===== config.mk =====
export PLATFORM = sky130hd
export DESIGN_NAME = rs_issue_top
export DESIGN_NICKNAME = d
export VERILOG_FILES = /design/src/rtl/isa_pkg.sv /design/src/rtl/ooo_pkg.sv /design/src/rtl/rs_entry.sv /design/src/rtl/rs_bank.sv /design/src/rtl/alu_unit.sv /design/src/rtl/rs_issue_top.sv
export VERILOG_INCLUDE_DIRS = /design/src /design/src/rtl
export SDC_FILE = /design/constraint.sdc
export NUM_CORES = 1
export LEC_CHECK = 0
export BUFFER_PORTS_ARGS = -buffer_cell sky130_fd_sc_hd__buf_4
export CAP_MARGIN = 20
export CELL_PAD_IN_SITES_DETAIL_PLACEMENT = 0
export CELL_PAD_IN_SITES_GLOBAL_PLACEMENT = 1
export CORE_ASPECT_RATIO = 0.9
export CORE_MARGIN = 8
export CORE_UTILIZATION = 35
export CTS_BUF_LIST = sky130_fd_sc_hd__clkbuf_2 sky130_fd_sc_hd__clkbuf_4 sky130_fd_sc_hd__clkbuf_8
export DETAILED_ROUTE_END_ITERATION = 12
export PLACE_DENSITY_LB_ADDON = 0.1
export SYNTH_ARGS = -nofsm -noshare
export SYNTH_HDL_FRONTEND = slang
export SYNTH_SLANG_ARGS = --single-unit

===== constraint.sdc =====
create_clock -name clock -period 9.3 [get_ports clock]
set_clock_uncertainty 0.05 [all_clocks]
set_input_delay 0 -clock clock [delete_from_list [all_inputs] [get_ports clock]]
set_output_delay 0 -clock clock [all_outputs]
set_load 0.03 [all_outputs]

===== src/rtl/rs_cfg.svh =====
/*
 * Build-time sizing for the issue subsystem:
 * operand width, ROB tag width and reservation-station depth
 */
`ifndef RS_CFG_SVH
`define RS_CFG_SVH

////////////////////////////////////////////////////////////////////////////
// Datapath and tag sizing
////////////////////////////////////////////////////////////////////////////

`define RS_XLEN      32   // Operand and result width
`define RS_TAG_BITS  6    // ROB tag width

// Number of bank slots (2 or more)
`define RS_ENTRIES   4

`endif


===== src/rtl/isa_pkg.sv =====
/*
 * ALU function encoding and shift amount width
 */
`include "rs_cfg.svh"

package isa_pkg;

    // Shift amount taken from the low bits of opb
    localparam int SHAMT_BITS = $clog2(`RS_XLEN);

    typedef enum logic [3:0] {
        ALU_ADD = 4'h0,    // Reset value
        ALU_SUB = 4'h1,
        ALU_AND = 4'h2,
        ALU_OR  = 4'h3,
        ALU_XOR = 4'h4,
        ALU_SLL = 4'h5,    // Logical left
        ALU_SRL = 4'h6,    // Logical right
        ALU_SLT = 4'h7     // Signed less-than
    } alu_func_t;

endpackage


===== src/rtl/ooo_pkg.sv =====
/*
 * Out-of-order core records: ROB tag, tagged operand,
 * dispatch and issue records, CDB broadcast
 */
`include "rs_cfg.svh"

package ooo_pkg;
    import isa_pkg::*;

    typedef logic [`RS_TAG_BITS-1:0] rob_tag_t;

    // Value when valid, otherwise tag of the producer
    typedef struct packed {
        logic                valid;
        rob_tag_t            tag;
        logic [`RS_XLEN-1:0] value;
    } operand_t;

    typedef struct packed {
        alu_func_t           func;
        rob_tag_t            tag;     // Destination
        logic [`RS_XLEN-1:0] npc;
        operand_t            opa;
        operand_t            opb;
    } rs_dispatch_t;

    typedef struct packed {
        alu_func_t           func;
        rob_tag_t            tag;     // Destination
        logic [`RS_XLEN-1:0] npc;
        logic [`RS_XLEN-1:0] opa;
        logic [`RS_XLEN-1:0] opb;
    } rs_issue_t;

    typedef struct packed {
        logic                valid;   // One-cycle pulse
        rob_tag_t            tag;
        logic [`RS_XLEN-1:0] value;
    } cdb_t;

endpackage


===== src/rtl/rs_entry.sv =====
/*
 * Single reservation-station slot
 * Holds one dispatched instruction and snoops the CDB
 * until both operands are valid
 */
`timescale 1ns/1ps
`include "rs_cfg.svh"

module rs_entry
    import isa_pkg::*;
    import ooo_pkg::*;
(
    input  logic         clock,
    input  logic         reset,
    input  logic         load,       // Allocate this slot
    input  logic         free,       // Issued this cycle
    input  rs_dispatch_t dispatch,
    input  cdb_t         cdb,
    output logic         busy,
    output logic         ready,
    output rs_issue_t    issue
);

    ////////////////////////////////////////////////////////////////////////
    // Slot storage
    ////////////////////////////////////////////////////////////////////////

    alu_func_t           func_q;
    rob_tag_t            dest_q;     // Destination ROB tag
    logic [`RS_XLEN-1:0] npc_q;
    operand_t            opa_q;
    operand_t            opb_q;
    logic                busy_q;     // Slot occupied

    // Pick up a broadcast result for a waiting operand
    function automatic operand_t snoop(operand_t op, cdb_t bus);
        operand_t res;
        res = op;
        if (!op.valid && bus.valid && (bus.tag == op.tag)) begin
            res.valid = 1'b1;
            res.value = bus.value;
        end
        return res;
    endfunction

    always_ff @(posedge clock) begin
        if (reset) begin
            func_q <= ALU_ADD;
            dest_q <= '0;
            npc_q  <= '0;
            opa_q  <= '0;
            opb_q  <= '0;
            busy_q <= 1'b0;
        end else if (load && !busy_q) begin
            func_q <= dispatch.func;
            dest_q <= dispatch.tag;
            npc_q  <= dispatch.npc;
            opa_q  <= snoop(dispatch.opa, cdb);    // Same-cycle capture
            opb_q  <= snoop(dispatch.opb, cdb);
            busy_q <= 1'b1;
        end else if (free) begin
            // Back to reset contents
            func_q <= ALU_ADD;
            dest_q <= '0;
            npc_q  <= '0;
            opa_q  <= '0;
            opb_q  <= '0;
            busy_q <= 1'b0;
        end else if (busy_q) begin
            opa_q <= snoop(opa_q, cdb);            // Wakeup
            opb_q <= snoop(opb_q, cdb);
        end
    end

    ////////////////////////////////////////////////////////////////////////
    // Status and issue record
    ////////////////////////////////////////////////////////////////////////

    assign busy  = busy_q;
    assign ready = busy_q && opa_q.valid && opb_q.valid;

    always_comb begin
        issue.func = func_q;
        issue.tag  = dest_q;
        issue.npc  = npc_q;
        issue.opa  = opa_q.value;
        issue.opb  = opb_q.value;
    end

endmodule


===== src/rtl/rs_bank.sv =====
/*
 * Reservation-station bank
 * Lowest-free-slot allocation, lowest-index issue select,
 * full flag and per-slot free pulse
 */
`timescale 1ns/1ps
`include "rs_cfg.svh"

module rs_bank
    import ooo_pkg::*;
(
    input  logic         clock,
    input  logic         reset,
    input  logic         dispatch_valid,   // One-cycle strobe
    input  rs_dispatch_t dispatch,
    input  cdb_t         cdb,
    output logic         full,
    output logic         issue_valid,
    output rs_issue_t    issue
);

    localparam int IDX_BITS = $clog2(`RS_ENTRIES);

    logic [`RS_ENTRIES-1:0] busy_vec;
    logic [`RS_ENTRIES-1:0] ready_vec;
    logic [`RS_ENTRIES-1:0] load_vec;    // One-hot allocate
    logic [`RS_ENTRIES-1:0] free_vec;    // One-hot issue/free
    rs_issue_t              issue_vec [`RS_ENTRIES];
    logic [IDX_BITS-1:0]    issue_idx;

    ////////////////////////////////////////////////////////////////////////
    // Slots
    ////////////////////////////////////////////////////////////////////////

    for (genvar i = 0; i < `RS_ENTRIES; i++) begin : g_slot
        rs_entry rs_entry_i (
            .clock    (clock),
            .reset    (reset),
            .load     (load_vec[i]),
            .free     (free_vec[i]),
            .dispatch (dispatch),
            .cdb      (cdb),
            .busy     (busy_vec[i]),
            .ready    (ready_vec[i]),
            .issue    (issue_vec[i])
        );
    end

    assign full = &busy_vec;

    // Allocation encoder; scanning downward leaves the lowest free slot
    always_comb begin
        load_vec = '0;
        for (int i = `RS_ENTRIES - 1; i >= 0; i--) begin
            if (!busy_vec[i]) begin
                load_vec    = '0;
                load_vec[i] = 1'b1;
            end
        end
        if (!dispatch_valid) begin
            load_vec = '0;                   // No strobe this cycle
        end
    end

    ////////////////////////////////////////////////////////////////////////
    // Issue select
    ////////////////////////////////////////////////////////////////////////

    always_comb begin
        issue_idx   = '0;
        issue_valid = 1'b0;
        for (int i = `RS_ENTRIES - 1; i >= 0; i--) begin
            if (ready_vec[i]) begin
                issue_idx   = IDX_BITS'(i);  // Lowest ready wins
                issue_valid = 1'b1;
            end
        end
    end

    // Slot leaves the bank on the same edge the ALU registers it
    always_comb begin
        free_vec = '0;
        if (issue_valid) begin
            free_vec[issue_idx] = 1'b1;
        end
    end

    assign issue = issue_vec[issue_idx];

endmodule


===== src/rtl/alu_unit.sv =====
/*
 * Single-cycle integer ALU
 * Registers result and destination tag onto the CDB
 */
`timescale 1ns/1ps
`include "rs_cfg.svh"

module alu_unit
    import isa_pkg::*;
    import ooo_pkg::*;
(
    input  logic      clock,
    input  logic      reset,
    input  logic      issue_valid,
    input  rs_issue_t issue,
    output cdb_t      cdb
);

    logic [`RS_XLEN-1:0] result;
    logic [SHAMT_BITS-1:0] shamt;         // Low bits of opb only
    logic                valid_q;
    rob_tag_t            tag_q;
    logic [`RS_XLEN-1:0] value_q;

    assign shamt = issue.opb[SHAMT_BITS-1:0];

    always_comb begin
        case (issue.func)
            ALU_ADD: result = issue.opa + issue.opb;
            ALU_SUB: result = issue.opa - issue.opb;
            ALU_AND: result = issue.opa & issue.opb;
            ALU_OR:  result = issue.opa | issue.opb;
            ALU_XOR: result = issue.opa ^ issue.opb;
            ALU_SLL: result = issue.opa << shamt;
            ALU_SRL: result = issue.opa >> shamt;
            ALU_SLT: result = {{(`RS_XLEN-1){1'b0}},
                               ($signed(issue.opa) < $signed(issue.opb))};
            default: result = '0;
        endcase
    end

    always_ff @(posedge clock) begin
        if (reset) valid_q <= 1'b0;
        else       valid_q <= issue_valid;   // One-cycle pulse per issue
    end

    always_ff @(posedge clock) begin
        tag_q   <= issue.tag;
        value_q <= result;
    end

    assign cdb = '{valid: valid_q, tag: tag_q, value: value_q};

endmodule


===== src/rtl/rs_issue_top.sv =====
/*
 * Issue subsystem top level
 * Reservation-station bank feeding the ALU, CDB looped back
 */
`timescale 1ns/1ps

module rs_issue_top
    import ooo_pkg::*;
(
    input  logic         clock,
    input  logic         reset,
    input  logic         dispatch_valid,
    input  rs_dispatch_t dispatch,
    output logic         full,
    output cdb_t         cdb          // Also drives wakeup
);

    logic      issue_valid;
    rs_issue_t issue;

    rs_bank rs_bank_i (
        .clock          (clock),
        .reset          (reset),
        .dispatch_valid (dispatch_valid),
        .dispatch       (dispatch),
        .cdb            (cdb),        // Result bus back into slots
        .full           (full),
        .issue_valid    (issue_valid),
        .issue          (issue)
    );

    alu_unit alu_unit_i (
        .clock       (clock),
        .reset       (reset),
        .issue_valid (issue_valid),
        .issue       (issue),
        .cdb         (cdb)
    );

endmodule


==> out/results.tsv <==
stage	metric	value	unit
grt	first-pass GRT wire length	188	mm
sta	Fin. Hold Viols	0	
sta	max_slew headroom	0.235	
sta	min Tclk post-route	6.75	ns
setup_path	crit-path cells	nand3_2 -> nand4_1 -> buf_4 -> o221ai_1 -> inv_1 -> ha_1 -> nor3b_1 -> o311ai_1 -> a2111oi_0 -> o21ai_1 -> a31oi_1 -> o221ai_1 -> o31ai_1 -> a22oi_1 -> xnor2_1 -> a211o_1	
worst_hold_path	min-delay worst type	in2reg	
logic_synthesis	yosys warns	0	
floorplanning	Core ar.	75800	um^2
route	final wirelength	129	mm
place	IO buf count	130	
route	DRC Markers	0	
clocking	H-tree depth	3	
route	DR pass1 iterations	6	
route	metal2 WL	54.8	mm
grt	vias in the first global route	27200	
logic_synthesis	synth top area cells	dfxtp_1 30%, nor2_1 8.2%, a22oi_1 8.0%	
setup_path	Crit-path slowest cell	a2111oi_0	
route	drt wl/cell	28.2	um
clocking	CTS tree	built	
setup_path	Crit Path Class	reg2reg	
setup_path	CP top delay family	compound AO/OA/AOI/OAI gates	
logic_synthesis	Post-synth ARST share	0	
clocking	setup bufs post-CTS	0	
logic_synthesis	Netlist cell types	106	
clocking	PostCTS Resize Cnt	0	
sta	Max Freq	148	MHz
route	uppermost routed layer	met5	
floorplanning	IO Pins	163	
route	Iter 0 DRT Violations	3005	
logic_synthesis	Yosys top cell area share	0.297	
logic_synthesis	Syn Inst Count	3461	
setup_path	CP peak stage delay	0.88	ns
route	routed metal-1 wire length	57.7	mm
sta	hold slack	0.0707	ns
grt	largest net degree at the start of global routing	140	
pwr	Leak	11.9	nW
place	Final Wtd Congestion	0.976	
logic_synthesis	count leader, synth	nor2_1	
grt	initial antenna violation count	6	
cells_and_area	Post-layout nets	3749	
logic_synthesis	syn avg cell area	7.69	um^2
place	post-detail-place hpwl	87.6	mm
sta	final worst-path cycle share	0.726	
clocking	root buf cell	clkbuf_8	
clocking	Max clock buf depth	3	
grt	GRT overflow	0	
logic_synthesis	register bit total from synthesis	395	
clocking	clock-pin slew on the worst setup and hold paths	0.07	ns
clocking	Sinks on Clock Net	395	
floorplanning	Die Ht	278	um
logic_synthesis	sequential fraction of the synthesis area	0.297	
setup_path	Worst Path Max Fanout	30	
worst_hold_path	Hold EP	rs_bank_i.g_slot[3].rs_entry_i.dest_q[4]	
setup_path	r2r setup slk	2.55	ns
run_status	status	finished, final reports clean	
clocking	worst-skew pair later-pin latency	0.73	ns
cells_and_area	design area	31000	um^2
logic_synthesis	Post-synth top cells	579 x nor2_1, 395 x dfxtp_1, 283 x a22oi_1	
route	post-route ant nets	0	
setup_path	Top cell by count, worst path	o221ai_1	
logic_synthesis	top_reg_cell synth	dfxtp_1	
cells_and_area	Core Util, Final	0.409	
cells_and_area	Area Growth Syn to Fin	16.4	%
worst_hold_path	Hold Startpoint	dispatch[114]	
setup_path	crit path buf inv count	2	
pwr	pwr/cell area	183	nW/um^2
pwr	Peak VDD IR	0.0000971	V
sta	Max Slew Vio Count	0	
floorplanning	row count	96	
cells_and_area	Filler Cell Count	7792	
route	via count	28200	
setup_path	CP endpoint kind	flip-flop	
clocking	total CTS buffers	79	
route	vias per cell	6.13	
clocking	cts hold-fix bufs	91	
route	met3 WL	10.7	mm
floorplanning	die area	85200	um^2
floorplanning	DIE WIDTH	307	um
setup_path	WP data arrival	7.31	ns
sta	RSZ-0062 raised after global routing	false	
setup_path	cells on worst reg2reg path	16	
cells_and_area	layout cell share with drive strength beyond 1	0.138	
logic_synthesis	Post-Syn Nets	3700	
worst_hold_path	WHS Path Cells	4	
sta	setup total negative slack	0	ns
setup_path	worst reg2reg path endpoint	alu_unit_i.value_q[29]	
sta	final setup vio count	0	
logic_synthesis	EDFF count, synth	0	
grt	GRT Resource Usage Total	0.291	
place	Placed Area	28300	um^2
place	Setup WS pre-CTS	2.75	ns
job	max_cap viols	0	
logic_synthesis	post-synth top area cell	dfxtp_1	
logic_synthesis	Post-Syn Area	26600	um^2
setup_path	crit start category	flip-flop	
sta	worst slew pin tran	1.14	ns
setup_path	worst endpoint required time	9.86	ns
floorplanning	initial core utilization	0.351	
sta	final worst slack	2.55	ns
setup_path	reg-to-reg startpoint	rs_bank_i.g_slot[2].rs_entry_i.busy	
## final cells by class
type,count,area (um^2),share of cell area
repair buffers,316,2610,0.0841
flip-flops and latches,395,7910,0.255
inverters,107,402,0.0130
well taps,1029,1290,0.0415
clock buffers,117,1470,0.0475
clock inverters,20,313,0.0101
diodes,2,5.00,0.000161
multi-input cells,2611,17000,0.548
## metrics by stage
stage	std cells	power, mW
3_3_place_gp	4366	3.52
4_1_cts	4595	5.66
2_1_floorplan	3461	2.90
6_report	4597	5.66
5_1_grt	4595	5.88
3_5_place_dp	4367	3.54
## state kept, by name, indices dropped and copies added (netlist names)
name	cells
rs_bank_i.g_slot.rs_entry_i.issue	256
alu_unit_i.value_q	32
rs_bank_i.g_slot.rs_entry_i.opa_q	28
rs_bank_i.g_slot.rs_entry_i.opb_q	28
rs_bank_i.g_slot.rs_entry_i.dest_q	24
rs_bank_i.g_slot.rs_entry_i.func_q	16
alu_unit_i.tag_q	6
rs_bank_i.g_slot.rs_entry_i.busy	4
alu_unit_i.valid_q	1
## worst max path at each step
| stage | slack [ns] | startpoint | depth (start not counted) | to |
|---|---|---|---|---|
| 2_1_floorplan | 4.46 | rs_bank_i.g_slot[3].rs_entry_i.busy | 19 | alu_unit_i.value_q[29] |
| 3_3_place_gp | 2.77 | rs_bank_i.g_slot[2].rs_entry_i.busy | 16 | alu_unit_i.value_q[29] |
| 3_5_place_dp | 2.75 | rs_bank_i.g_slot[2].rs_entry_i.busy | 16 | alu_unit_i.value_q[29] |
| 4_1_cts | 2.74 | rs_bank_i.g_slot[2].rs_entry_i.busy | 16 | alu_unit_i.value_q[29] |
| 5_1_grt | 2.25 | rs_bank_i.g_slot[2].rs_entry_i.busy | 16 | alu_unit_i.value_q[29] |
| 6_report | 2.55 | rs_bank_i.g_slot[2].rs_entry_i.busy | 16 | alu_unit_i.value_q[29] |
## cell families after synthesis
| kind of cell | Yosys count | synth area share |
|---|---|---|
| compound gates | 1131 | 0.300 |
| xor+xnor | 88 | 0.0289 |
| fa+ha+maj | 116 | 0.0551 |
| buf+inv | 455 | 0.0713 |
| flops | 395 | 0.297 |
| mux | 152 | 0.0613 |
| simple gates | 1124 | 0.186 |
## routing by layer
layer  GRT usage  up-vias
li1            -    12700
met1       0.407    13800
met2       0.429     1376
met3      0.0534      265
met4       0.135        2
met5           0        -
## worst register-to-register path: stages (launching register included)
cell and delay (ns):
dfxtp_1 0.67, nand3_2 0.55, nand4_1 0.33, buf_4 0.44, o221ai_1 0.49, inv_1 0.32
ha_1 0.30, nor3b_1 0.33, o311ai_1 0.27, a2111oi_0 0.88, o21ai_1 0.30, a31oi_1 0.35
o221ai_1 0.26, o31ai_1 0.46, a22oi_1 0.20, xnor2_1 0.18, a211o_1 0.30
## cells in the final DEF (no fill, tap or decap), types with 114 or more instances in the layout
cell type and instances:
dfxtp_1 395, ha_1 114, nand2_1 211, nor2_1 575, a211oi_1 218, a22oi_1 283, buf_4 223, mux2i_1 123
nand3_1 121, a21oi_1 243
## report_power, final
| group | internal (mW) | total, mW | switching, mW | leakage [nW] |
|---|---|---|---|---|
| clock | 1.19 | 2.08 | 0.885 | 0.939 |
| sequential | 1.79 | 2.06 | 0.270 | 3.21 |
| combinational | 0.553 | 1.52 | 0.969 | 7.73 |
(Power assumes the default switching activity.)
